[config.mk]
export PLATFORM = sky130hd
export DESIGN_NAME = task_injector
export DESIGN_NICKNAME = d
export VERILOG_FILES = /design/src/design/injector_pkg.sv /design/src/design/task_injector.sv /design/src/design/injector_ctrl.sv /design/src/design/packet_sender.sv /design/src/design/packet_receiver.sv
export VERILOG_INCLUDE_DIRS = /design/src /design/src/design
export SDC_FILE = /design/constraint.sdc
export NUM_CORES = 1
export LEC_CHECK = 0
export BUFFER_PORTS_ARGS = -buffer_cell sky130_fd_sc_hd__buf_4
export CAP_MARGIN = 10
export CORE_MARGIN = 8
export CORE_UTILIZATION = 49
export CTS_BUF_LIST = sky130_fd_sc_hd__clkbuf_8
export DETAILED_ROUTE_END_ITERATION = 8
export GPL_TIMING_DRIVEN = 0
export RECOVER_POWER = 50
export SLEW_MARGIN = 20
export SYNTH_ARGS = -nofsm -noshare
export SYNTH_HDL_FRONTEND = slang
export SYNTH_SLANG_ARGS = --single-unit
[constraint.sdc]
create_clock -name clk_i -period 8.6 [get_ports clk_i]
set_input_delay 0 -clock clk_i [delete_from_list [all_inputs] [get_ports clk_i]]
set_output_delay 0 -clock clk_i [all_outputs]
set_load 0.01 [all_outputs]
[src/design/injector_cfg.svh]
`ifndef INJECTOR_CFG_SVH
`define INJECTOR_CFG_SVH

// NoC word width in bits.
`define INJ_FLIT_SIZE 32

// flits in every packet header.
`define INJ_HEADER_SIZE 13

// payload words kept by the receiver, longer packets are drained.
`define INJ_MAX_PAYLOAD 16

`define INJ_MAPPER_ADDRESS 0

// services carried in header flit 2.
`define INJ_SVC_MESSAGE_DELIVERY 'h00000001
`define INJ_SVC_TASK_ALLOCATION  'h00000040

// message kinds carried in payload word 0 of a delivery.
`define INJ_KIND_ALLOCATION_REQUEST 'h00000240
`define INJ_KIND_MAPPING_COMPLETE   'h00000241

`endif
[src/design/injector_pkg.sv]
`include "injector_cfg.svh"

package injector_pkg;

    // one NoC flit or one source word.
    typedef logic [`INJ_FLIT_SIZE-1:0] flit_t;

    typedef flit_t [`INJ_HEADER_SIZE-1:0] header_t;

    typedef flit_t [`INJ_MAX_PAYLOAD-1:0] payload_t;

    // index widths for the header and the payload table.
    localparam int unsigned header_idx_w  = $clog2(`INJ_HEADER_SIZE);
    localparam int unsigned payload_idx_w = $clog2(`INJ_MAX_PAYLOAD);

    // header flits counted by the size field.
    localparam int unsigned hdr_overhead = `INJ_HEADER_SIZE - 2;

    localparam int unsigned hdr_target    = 0;
    localparam int unsigned hdr_size      = 1;
    localparam int unsigned hdr_service   = 2;
    localparam int unsigned hdr_task_id   = 3;  // app id and task index.
    localparam int unsigned hdr_mapper    = 4;
    localparam int unsigned hdr_data_size = 9;
    localparam int unsigned hdr_text_size = 10;
    localparam int unsigned hdr_bss_size  = 11;
    localparam int unsigned hdr_entry     = 12;

    // delivery payload layout.
    localparam int unsigned pld_kind    = 0;
    localparam int unsigned pld_app_id  = 1;
    localparam int unsigned pld_targets = 2;  // first task target address.

    // sizes sent by the source ahead of each task's code.
    typedef struct packed {
        flit_t text_size;
        flit_t data_size;
        flit_t bss_size;
        flit_t entry_point;
    } task_sizes_t;

    // decoded mapper message, the valids are one-cycle pulses.
    typedef struct packed {
        logic  alloc_valid;
        logic  complete_valid;
        flit_t app_id;
    } rx_event_t;

endpackage

[src/design/task_injector.sv]
`timescale 1ns/100ps

module task_injector (
    input  logic                clk_i,
    input  logic                rst_ni,
    input  logic                src_rx_i,
    input  injector_pkg::flit_t src_data_i,
    output logic                src_credit_o,
    output logic                noc_tx_o,
    input  logic                noc_credit_i,
    output injector_pkg::flit_t noc_data_o,
    input  logic                noc_rx_i,
    output logic                noc_credit_o,
    input  injector_pkg::flit_t noc_data_i
);

    injector_pkg::rx_event_t rx_event;
    injector_pkg::payload_t  payload;
    injector_pkg::header_t   header;
    logic                    listen;
    logic                    send_start;
    logic                    send_done;
    logic                    ctrl_src_credit;
    logic                    send_src_credit;

    packet_receiver u_receiver (
        .clk_i        (clk_i),
        .rst_ni       (rst_ni),
        .listen_i     (listen),
        .noc_rx_i     (noc_rx_i),
        .noc_data_i   (noc_data_i),
        .noc_credit_o (noc_credit_o),
        .rx_event_o   (rx_event),
        .payload_o    (payload)
    );

    packet_sender u_sender (
        .clk_i        (clk_i),
        .rst_ni       (rst_ni),
        .send_start_i (send_start),
        .header_i     (header),
        .noc_credit_i (noc_credit_i),
        .src_rx_i     (src_rx_i),
        .src_data_i   (src_data_i),
        .noc_tx_o     (noc_tx_o),
        .noc_data_o   (noc_data_o),
        .src_credit_o (send_src_credit),
        .send_done_o  (send_done)
    );

    injector_ctrl u_ctrl (
        .clk_i        (clk_i),
        .rst_ni       (rst_ni),
        .src_rx_i     (src_rx_i),
        .src_data_i   (src_data_i),
        .rx_event_i   (rx_event),
        .payload_i    (payload),
        .send_done_i  (send_done),
        .src_credit_o (ctrl_src_credit),
        .listen_o     (listen),
        .send_start_o (send_start),
        .header_o     (header)
    );

    // sizes and code words never overlap on the source port.
    assign src_credit_o = ctrl_src_credit | send_src_credit;

endmodule

[src/design/injector_ctrl.sv]
`timescale 1ns/100ps
`include "injector_cfg.svh"

module injector_ctrl (
    input  logic                    clk_i,
    input  logic                    rst_ni,
    input  logic                    src_rx_i,
    input  injector_pkg::flit_t     src_data_i,
    input  injector_pkg::rx_event_t rx_event_i,
    input  injector_pkg::payload_t  payload_i,
    input  logic                    send_done_i,
    output logic                    src_credit_o,
    output logic                    listen_o,
    output logic                    send_start_o,
    output injector_pkg::header_t   header_o
);

    typedef enum logic [3:0] {
        ctrl_idle,
        ctrl_wait_alloc,
        ctrl_text_size,
        ctrl_data_size,
        ctrl_bss_size,
        ctrl_entry,
        ctrl_send,
        ctrl_next,
        ctrl_wait_complete
    } ctrl_state_t;

    ctrl_state_t               state_q;
    ctrl_state_t               state_d;
    logic [7:0]                task_cnt_q;
    logic [7:0]                task_idx_q;
    logic [7:0]                target_sel;
    injector_pkg::flit_t       app_id_q;
    injector_pkg::flit_t       code_words;
    injector_pkg::task_sizes_t sizes_q;
    logic                      credit_q;
    logic                      start_q;
    logic                      accept;
    logic                      collecting_d;

    assign accept = src_rx_i & credit_q;

    always_comb begin
        state_d = state_q;
        case (state_q)
            ctrl_idle:          if (accept) state_d = ctrl_wait_alloc;
            ctrl_wait_alloc:    if (rx_event_i.alloc_valid) state_d = ctrl_text_size;
            ctrl_text_size:     if (accept) state_d = ctrl_data_size;
            ctrl_data_size:     if (accept) state_d = ctrl_bss_size;
            ctrl_bss_size:      if (accept) state_d = ctrl_entry;
            ctrl_entry:         if (accept) state_d = ctrl_send;
            ctrl_send:          if (send_done_i) state_d = ctrl_next;
            ctrl_next: begin
                state_d = (task_idx_q == task_cnt_q - 8'd1) ? ctrl_wait_complete
                                                            : ctrl_text_size;
            end
            ctrl_wait_complete: if (rx_event_i.complete_valid) state_d = ctrl_idle;
            default:            state_d = ctrl_idle;
        endcase
    end

    // the source is open in idle for the task count and in the size states.
    assign collecting_d = state_d inside {ctrl_idle, ctrl_text_size, ctrl_data_size,
                                          ctrl_bss_size, ctrl_entry};

    always_ff @(posedge clk_i or negedge rst_ni) begin
        if (!rst_ni) begin
            state_q    <= ctrl_idle;
            credit_q   <= 1'b0;
            start_q    <= 1'b0;
            task_cnt_q <= '0;
            task_idx_q <= '0;
        end else begin
            state_q  <= state_d;
            credit_q <= collecting_d;
            start_q  <= (state_q == ctrl_entry) & accept;  // header is complete next cycle.
            if (state_q == ctrl_idle && accept) begin
                task_cnt_q <= src_data_i[7:0];
                task_idx_q <= '0;
            end else if (state_q == ctrl_next && state_d == ctrl_text_size) begin
                task_idx_q <= task_idx_q + 8'd1;
            end
        end
    end

    always_ff @(posedge clk_i) begin
        if (state_q == ctrl_wait_alloc && rx_event_i.alloc_valid) begin
            app_id_q <= rx_event_i.app_id;
        end
        if (accept) begin
            case (state_q)
                ctrl_text_size: sizes_q.text_size   <= src_data_i;
                ctrl_data_size: sizes_q.data_size   <= src_data_i;
                ctrl_bss_size:  sizes_q.bss_size    <= src_data_i;
                ctrl_entry:     sizes_q.entry_point <= src_data_i;
                default: ;
            endcase
        end
    end

    assign code_words = (sizes_q.text_size + sizes_q.data_size) >> 2;  // sizes are in bytes.
    assign target_sel = task_idx_q + 8'(injector_pkg::pld_targets);

    always_comb begin
        header_o = '0;
        header_o[injector_pkg::hdr_target] =
            payload_i[target_sel[injector_pkg::payload_idx_w-1:0]];
        header_o[injector_pkg::hdr_size] =
            code_words + injector_pkg::flit_t'(injector_pkg::hdr_overhead);
        header_o[injector_pkg::hdr_service] =
            injector_pkg::flit_t'(`INJ_SVC_TASK_ALLOCATION);
        header_o[injector_pkg::hdr_task_id] =
            {{(`INJ_FLIT_SIZE - 16){1'b0}}, app_id_q[7:0], task_idx_q};
        header_o[injector_pkg::hdr_mapper] = injector_pkg::flit_t'(`INJ_MAPPER_ADDRESS);
        header_o[injector_pkg::hdr_data_size] = sizes_q.data_size;
        header_o[injector_pkg::hdr_text_size] = sizes_q.text_size;
        header_o[injector_pkg::hdr_bss_size]  = sizes_q.bss_size;
        header_o[injector_pkg::hdr_entry]     = sizes_q.entry_point;
    end

    assign src_credit_o = credit_q;
    assign listen_o     = state_q inside {ctrl_wait_alloc, ctrl_wait_complete};
    assign send_start_o = start_q;

    // a task count of zero or a missed last task would break the target lookup.
    assert property (@(posedge clk_i) disable iff (!rst_ni)
        (state_q inside {ctrl_text_size, ctrl_data_size, ctrl_bss_size, ctrl_entry,
                         ctrl_send, ctrl_next}) |-> task_idx_q < task_cnt_q);

endmodule

[src/design/packet_sender.sv]
`timescale 1ns/100ps
`include "injector_cfg.svh"

module packet_sender (
    input  logic                  clk_i,
    input  logic                  rst_ni,
    input  logic                  send_start_i,
    input  injector_pkg::header_t header_i,
    input  logic                  noc_credit_i,
    input  logic                  src_rx_i,
    input  injector_pkg::flit_t   src_data_i,
    output logic                  noc_tx_o,
    output injector_pkg::flit_t   noc_data_o,
    output logic                  src_credit_o,
    output logic                  send_done_o
);

    typedef enum logic [1:0] {
        tx_idle,
        tx_header,
        tx_code
    } tx_state_t;

    tx_state_t             state_q;
    injector_pkg::header_t header_q;
    injector_pkg::flit_t   code_len_q;  // source words after the header.
    injector_pkg::flit_t   code_cnt_q;
    logic                  done_q;
    logic                  hdr_last;
    logic                  code_xfer;
    logic                  code_last;

    logic [injector_pkg::header_idx_w-1:0] hdr_idx_q;

    assign hdr_last  = (state_q == tx_header) && noc_credit_i &&
                       (hdr_idx_q == `INJ_HEADER_SIZE - 1);
    assign code_xfer = (state_q == tx_code) && src_rx_i && noc_credit_i;
    assign code_last = code_xfer && (code_cnt_q == code_len_q - 1'b1);

    always_ff @(posedge clk_i) begin
        if (send_start_i) begin
            header_q   <= header_i;
            code_len_q <= header_i[injector_pkg::hdr_size] -
                          injector_pkg::flit_t'(injector_pkg::hdr_overhead);
        end
    end

    always_ff @(posedge clk_i or negedge rst_ni) begin
        if (!rst_ni) begin
            state_q    <= tx_idle;
            hdr_idx_q  <= '0;
            code_cnt_q <= '0;
            done_q     <= 1'b0;
        end else begin
            done_q <= 1'b0;
            case (state_q)
                tx_idle: begin
                    if (send_start_i) begin
                        state_q    <= tx_header;
                        hdr_idx_q  <= '0;
                        code_cnt_q <= '0;
                    end
                end
                tx_header: begin
                    if (hdr_last) begin
                        if (code_len_q == '0) begin  // task without code.
                            state_q <= tx_idle;
                            done_q  <= 1'b1;
                        end else begin
                            state_q <= tx_code;
                        end
                    end else if (noc_credit_i) begin
                        hdr_idx_q <= hdr_idx_q + 1'b1;
                    end
                end
                tx_code: begin
                    if (code_last) begin
                        state_q <= tx_idle;
                        done_q  <= 1'b1;
                    end else if (code_xfer) begin
                        code_cnt_q <= code_cnt_q + 1'b1;
                    end
                end
                default: state_q <= tx_idle;
            endcase
        end
    end

    // code words pass straight from the source to the NoC.
    assign noc_tx_o     = (state_q == tx_header) | ((state_q == tx_code) & src_rx_i);
    assign noc_data_o   = (state_q == tx_header) ? header_q[hdr_idx_q] : src_data_i;
    assign src_credit_o = (state_q == tx_code) & noc_credit_i;
    assign send_done_o  = done_q;

    // the controller waits for done before it starts the next task.
    assert property (@(posedge clk_i) disable iff (!rst_ni)
        send_start_i |-> state_q == tx_idle);

endmodule

[src/design/packet_receiver.sv]
`timescale 1ns/100ps
`include "injector_cfg.svh"

module packet_receiver (
    input  logic                    clk_i,
    input  logic                    rst_ni,
    input  logic                    listen_i,
    input  logic                    noc_rx_i,
    input  injector_pkg::flit_t     noc_data_i,
    output logic                    noc_credit_o,
    output injector_pkg::rx_event_t rx_event_o,
    output injector_pkg::payload_t  payload_o
);

    // largest size field whose payload still fits the table.
    localparam injector_pkg::flit_t max_size =
        injector_pkg::flit_t'(injector_pkg::hdr_overhead + `INJ_MAX_PAYLOAD);

    typedef enum logic [1:0] {
        rx_header,
        rx_payload,
        rx_drain
    } rx_state_t;

    rx_state_t              state_q;
    injector_pkg::flit_t    pos_q;  // flit position inside the packet.
    injector_pkg::flit_t    payload_pos;
    injector_pkg::header_t  header_q;
    injector_pkg::payload_t payload_q;
    logic                   done_q;
    logic                   xfer;
    logic                   last_flit;
    logic                   oversize;
    logic                   is_delivery;
    logic                   has_payload;

    logic [injector_pkg::header_idx_w-1:0]  header_idx;
    logic [injector_pkg::payload_idx_w-1:0] payload_idx;

    assign noc_credit_o = listen_i | (state_q == rx_drain);
    assign xfer         = noc_rx_i & noc_credit_o;

    assign oversize = noc_data_i > max_size;  // valid while pos_q is the size flit.

    // the size field is stored long before the shortest packet ends.
    assign last_flit = xfer && (pos_q >= injector_pkg::flit_t'(`INJ_HEADER_SIZE - 1)) &&
                       (pos_q == header_q[injector_pkg::hdr_size] + 1'b1);

    assign payload_pos = pos_q - injector_pkg::flit_t'(`INJ_HEADER_SIZE);
    assign header_idx  = pos_q[injector_pkg::header_idx_w-1:0];
    assign payload_idx = payload_pos[injector_pkg::payload_idx_w-1:0];

    always_ff @(posedge clk_i or negedge rst_ni) begin
        if (!rst_ni) begin
            state_q <= rx_header;
            pos_q   <= '0;
            done_q  <= 1'b0;
        end else begin
            done_q <= 1'b0;
            if (last_flit) begin
                pos_q   <= '0;
                state_q <= rx_header;
                done_q  <= (state_q != rx_drain);  // drained packets raise no event.
            end else if (xfer) begin
                pos_q <= pos_q + 1'b1;
                if (state_q == rx_header) begin
                    if (pos_q == injector_pkg::hdr_size && oversize) begin
                        state_q <= rx_drain;
                    end else if (pos_q == `INJ_HEADER_SIZE - 1) begin
                        state_q <= rx_payload;
                    end
                end
            end
        end
    end

    always_ff @(posedge clk_i) begin
        if (xfer && state_q == rx_header) begin
            header_q[header_idx] <= noc_data_i;
        end
        if (xfer && state_q == rx_payload) begin
            payload_q[payload_idx] <= noc_data_i;
        end
    end

    assign is_delivery = header_q[injector_pkg::hdr_service] ==
                         injector_pkg::flit_t'(`INJ_SVC_MESSAGE_DELIVERY);
    assign has_payload = header_q[injector_pkg::hdr_size] >
                         injector_pkg::flit_t'(injector_pkg::hdr_overhead);

    assign rx_event_o.alloc_valid = done_q & is_delivery & has_payload &
        (payload_q[injector_pkg::pld_kind] ==
         injector_pkg::flit_t'(`INJ_KIND_ALLOCATION_REQUEST));
    assign rx_event_o.complete_valid = done_q & is_delivery & has_payload &
        (payload_q[injector_pkg::pld_kind] ==
         injector_pkg::flit_t'(`INJ_KIND_MAPPING_COMPLETE));
    assign rx_event_o.app_id = payload_q[injector_pkg::pld_app_id];

    assign payload_o = payload_q;

    // the drain decision at the size flit keeps every store in range.
    assert property (@(posedge clk_i) disable iff (!rst_ni)
        (xfer && state_q == rx_payload) |->
            payload_pos < injector_pkg::flit_t'(`INJ_MAX_PAYLOAD));

endmodule

Word level (Yosys, flattened, before mapping)
Index checks and enable logic that the tools add are counted.

Register bits after elaboration: 1400. Bits of input ports: 69. Output and inout bits: 35.

Add/subtract/negate cells: 12. Magnitude comparators: 9. Equality and inequality tests: 33. Multiplexer cells: 48. Bitwise logic cells: 12. Reduce and logical (&&, ||, !) cells: 36.

Operator list (count): 512-bit bitwise mux (1); 416-bit bitwise mux (1); 32-bit 2-to-1 mux (10); 32-bit binary-select mux with 4-bit select (2); 32-bit demux with 4-bit select (2); 32-bit by 1-bit adder with 32-bit output, second input constant (3); 32-bit by 1-bit == test with 1-bit output, second input constant (2); 32-bit by 10-bit == test with 1-bit output, second input constant (2); 32-bit == test (2); 32-bit case mux with 2 select lines (1); 4-bit 2-to-1 mux (12); 4-bit case mux with 9 select lines (1); 32-bit adder (1); 32-bit by 4-bit == test with 1-bit output, second input constant (1); 32-bit by 4-bit greater-or-equal comparator with 1-bit output, second input constant (1); 32-bit by 4-bit > comparator with 1-bit output, second input constant (1); 32-bit by 5-bit > comparator with 1-bit output, second input constant (1); 32-bit logical NOT (1); 32-bit by 1-bit subtractor with 32-bit output, second input constant (1); 32-bit by 4-bit subtractor with 32-bit output, second input constant (1); 30-bit by 4-bit adder with 31-bit output, second input constant (1); 4-bit by 3-bit == test with 1-bit output, second input constant (6); 4-bit by 5-bit less-than comparator with 1-bit output, second input constant (4); 2-bit 2-to-1 mux (9); 30 further kinds (83).

Logic depth before layout (Yosys ltp)
Depth in word-level cells: 10. Gate-level depth with buffers: 18. Mapped depth without buffers: 18.

Hierarchy
From an unflattened synthesis, not the netlist that was laid out.

Cells, all modules: 3594. Area total of the unflattened synthesis: 56432.9 sq um.

Modules (own cells, without submodules): packet_sender (times used 1, cells an instance 1394, area an instance 21538.2 sq um); packet_receiver (times used 1, cells an instance 1096, area an instance 21247.9 sq um); injector_ctrl (times used 1, cells an instance 1103, area an instance 13640.6 sq um); task_injector (times used 1, cells an instance 1, area an instance 6.3 sq um).

Least setup slack after synthesis
OpenSTA, ideal clock, no wires.

Path type: register to register. Start: register u_ctrl.start_q (netlist: u_ctrl.send_start_o). End: register u_sender.code_cnt_q[30]. Data arrival time: 6921 ps. Required time: 8475 ps. Path slack: 1554 ps. Cell stages (with the launch flop): 9. Path through: dfrtp_1 > nand2b_1 > o21ai_0 > a21oi_1 > nand2_1 > nor2_2 > buf_2 > nor2_1 > mux2_2.

Longest elaborated chain between the ends: 2.

Ends and longest elaborated chain: start: declaration (RTL line injector_ctrl.sv:39) `logic start_q;`; start signal: assignment (RTL line injector_ctrl.sv:78) `start_q <= (state_q == ctrl_entry) & accept;`; 2-bit by 1-bit inequality test with 1-bit output (no line); 4-bit AND reduction (no line); end signal: assignment (RTL line packet_sender.sv:81) `code_cnt_q <= code_cnt_q + 1'b1;`; end: declaration (RTL line packet_sender.sv:27) `injector_pkg::flit_t code_cnt_q;`.

No other way between the ends. A chain may end at the register's enable or synchronous reset.

Final worst setup path
Start: register u_ctrl.start_q (netlist: u_ctrl.send_start_o). End: register u_sender.header_q[399] (netlist name) (enable).

RTL lines: end signal: assignment (RTL line packet_sender.sv:42) `header_q <= header_i;`; end: declaration (RTL line packet_sender.sv:25) `injector_pkg::header_t header_q;`.

No word-level cell between the ends.

==> reports/results.ini <==
[grt]
grt-ovfl-total = 0
antenna_found_initial = 5
grt_pass1_wl_um = 184000
grt_usage_pct = 23.8
grt_pass1_vias = 29100
grt_max_degree = 97

[clock_network]
cts_root_buffer = clkbuf_8
cts_tree = built
ctsHoldBuffers = 108
clock_latency_ns = 0.85
clk_pin_slew_ns = 0.06
cts_buffers = 173
h-tree-depth = 4
clock-sinks = 1047
cts_resized = 0
post-cts-setup-buffers = 0
clock_path_buffers = 3

[yosys]
yosys.area_share.adder_pct = 1.28
ys_top_cells_by_count = edfxtp_1 (951), nor2_1 (241), mux4_2 (175), nand2_1 (157), a21oi_1 (142)
synth-xor-area-share_pct = 3.85
synth_edf_count = 951
yosysWarnings = 0
synth.mux.area_fraction_pct = 9.78
synth_cells = 3012
synth_area_leader_cell = edfxtp_1
synthTopCellsByArea = edfxtp_1 (62%), mux4_2 (8.6%), dfrtp_1 (5.2%)
synth.distinct_cells = 99
synth_compound_area_share_pct = 7.06
synth_most_common_cell = edfxtp_1
synth.avg_cell_area_um2 = 15.3
async_flop_share_pct = 9.17
seq_area_frac_synth_pct = 67.4
synthesis.nets = 3128
synth_top_cell_area_share_pct = 62.2
ys_seq_elements = 1047
synth-simple-area-share_pct = 8.89
synth_area_mm2 = 0.0459
synth_top_family_by_area = multiplexers
synth_ff_type = edfxtp_1

[timing]
rsz0062_at_grt = false
hold_violations = 0
slew_headroom_pct = -119
fmax_ghz = 0.177
finalClockSkew_ns = 0.0394
fin_tns_setup_ns = 0
period_share_pct = 65.7
holdWs_ns = 0.188
min_period_ns = 5.65
setup_viol = 0
tightestPinTransition_ns = 3.29
slew_violations = 99

[setup_path]
reg2reg_to = u_sender.header_q[399]
slowest_delay_ns = 2.30
cp_common_cell = clkbuf_1
worstPathRequired_ns = 9.09
cp_slowest_cell = clkbuf_1
worstReg2RegStart = u_ctrl.send_start_o
reg2regPathDepth = 4
crit_family = buffers and inverters
cp-start-kind = flip-flop
cp_num_buf_inv = 4
rrSetupSlack_ns = 2.95
critPathKind = reg -> reg
path_depth = 4
endpoint_kind = flip-flop
arrival_ns = 6.15
crit_chain = clkbuf_1 -> clkbuf_1 -> buf_12 -> buf_16
cp_max_fo = 56

[job]
cap_violations = 2

[final_layout]
post-route-util_pct = 57.1
layout-drive-gt1-share_pct = 16.9
final_nets = 3557
area_growth_pct = 15.9
fill_cells = 7422
final_cell_area_mm2 = 0.0532

[outcome]
status = finished, violations left
violations = max-capacitance violations, max-slew violations

[die]
chipHeight_um = 322
core_area_mm2 = 0.0932
die_x_um = 322
ios = 104
std_cell_rows = 112
initial_core_util_pct = 49.3
dieArea_mm2 = 0.104

[power]
vdd_drop_max_mv = 0.162
power_density_mw_per_mm2 = 243
p_leak_uw = 0.0177

[route]
first_pass_iters = 6
avgViaCountPerCell = 5.91
vias = 28600
drc = 0
ant_nets = 0
wl_per_cell_um = 25.7
drtIter0Drc = 2351
totalWireLength_um = 124000

[place]
port_buffers = 103
routabilityCongestion = 0.929
hpwl_um = 88200
postPlaceCellArea_mm2 = 0.0492

[min_path]
hp-start = noc_credit_i
hold_depth = 4
hold_end = u_sender.hdr_idx_q[0]
hp-class = in -> reg

==> layout make-up <==
class / count / area, um^2 / area share, %
sequential: 1047 / 31000 / 58.1
multi-input combinational: 1763 / 14300 / 26.9
clock buffer: 178 / 2450 / 4.60
timing repair buffer: 254 / 2420 / 4.55
tap: 1254 / 1570 / 2.95
clock inverter: 132 / 678 / 1.27
buffer: 137 / 557 / 1.05
inverter: 65 / 245 / 0.461
antenna: 7 / 17.5 / 0.0329
==> tightest hold or removal path, delay by kind of cell <==
family	cells	cell delay [ns]
AO/OA/AOI/OAI	2	0.28
buffers and inverters	2	0.70
==> layout by cell type, fill, tap and decap left out, types with 28 or more instances in the layout <==
master / n
dlygate4sd3_1: 107
nand3_1: 68
xor2_1: 78
nand2_1: 157
dfrtp_1: 95
o21ai_0: 94
nor2_1: 225
nor3_1: 75
and3_1: 34
clkbuf_8: 178
ha_1: 47
nor4_1: 60
clkbuf_1: 147
xnor2_1: 122
mux2i_1: 28
a21oi_1: 142
nand4_1: 48
edfxtp_1: 951
mux4_2: 175
inv_1: 130
clkinv_1: 34
buf_4: 56
==> flip-flops by register name, indices dropped and copies added (netlist names) <==
| name | count |
|---|---|
| u_ctrl.app_id_q | 8 |
| u_ctrl.header_o | 128 |
| u_ctrl.send_start_o | 1 |
| u_ctrl.src_credit_o | 1 |
| u_ctrl.state_q | 4 |
| u_ctrl.task_cnt_q | 8 |
| u_ctrl.task_idx_q | 8 |
| u_receiver.done_q | 1 |
| u_receiver.header_q | 64 |
| u_receiver.payload_o | 512 |
| u_receiver.pos_q | 32 |
| u_receiver.state_q | 2 |
| u_sender.code_cnt_q | 32 |
| u_sender.code_len_q | 32 |
| u_sender.hdr_idx_q | 4 |
| u_sender.header_q | 207 |
| u_sender.send_done_o | 1 |
| u_sender.state_q | 2 |
==> worst max-delay path by stage <==
stage / from / slack, ns / end
6_report: u_ctrl.send_start_o / 2.95 / u_sender.header_q[399]
5_1_grt: u_ctrl.send_start_o / 2.47 / u_sender.header_q[399]
4_1_cts: u_ctrl.header_o[295] / 3.29 / u_sender.code_len_q[30]
3_3_place_gp: u_ctrl.send_start_o / -1.35 / u_sender.code_cnt_q[30]
2_1_floorplan: u_ctrl.send_start_o / 1.55 / u_sender.code_cnt_q[30]
3_5_place_dp: u_ctrl.header_o[295] / 3.30 / u_sender.code_len_q[30]
==> kinds of logic (layout without fill, tap and decap cells) <==
family | Yosys count | in the layout
buffers and inverters | 202 | 766
AND/OR/NAND/NOR | 814 | 814
adder cells (fa/ha/maj) | 47 | 47
XOR/XNOR | 201 | 201
AO/OA/AOI/OAI | 474 | 474
multiplexers | 227 | 227
flip-flops | 1047 | 1047
other | 0 | 7
==> layer usage <==
metal,vias to the layer above,GRT usage (%),part of all wire [%]
li1,12800,-,-
met1,14700,29.8,40
met2,930,41.9,51
met3,199,4.07,5.2
met4,0,8.03,3.0
met5,-,0,0
==> report_power, final <==
group | internal [uW] | switching [uW]
combinational | 1150 | 1820
clock | 1990 | 2000
sequential | 5820 | 130
total | 8960 | 3950
==> through the flow <==
step | power (uW) | worst slack (ns) | cells
after detailed placement | 8990 | 3.30 | 4412
after global routing | 13500 | 2.47 | 4835
after global placement | 8920 | -1.35 | 4369
after CTS | 13000 | 3.29 | 4830
final | 12900 | 2.95 | 4837
after floorplan | 7820 | 1.55 | 3012
No activity file was read; power rests on OpenSTA's default activity.
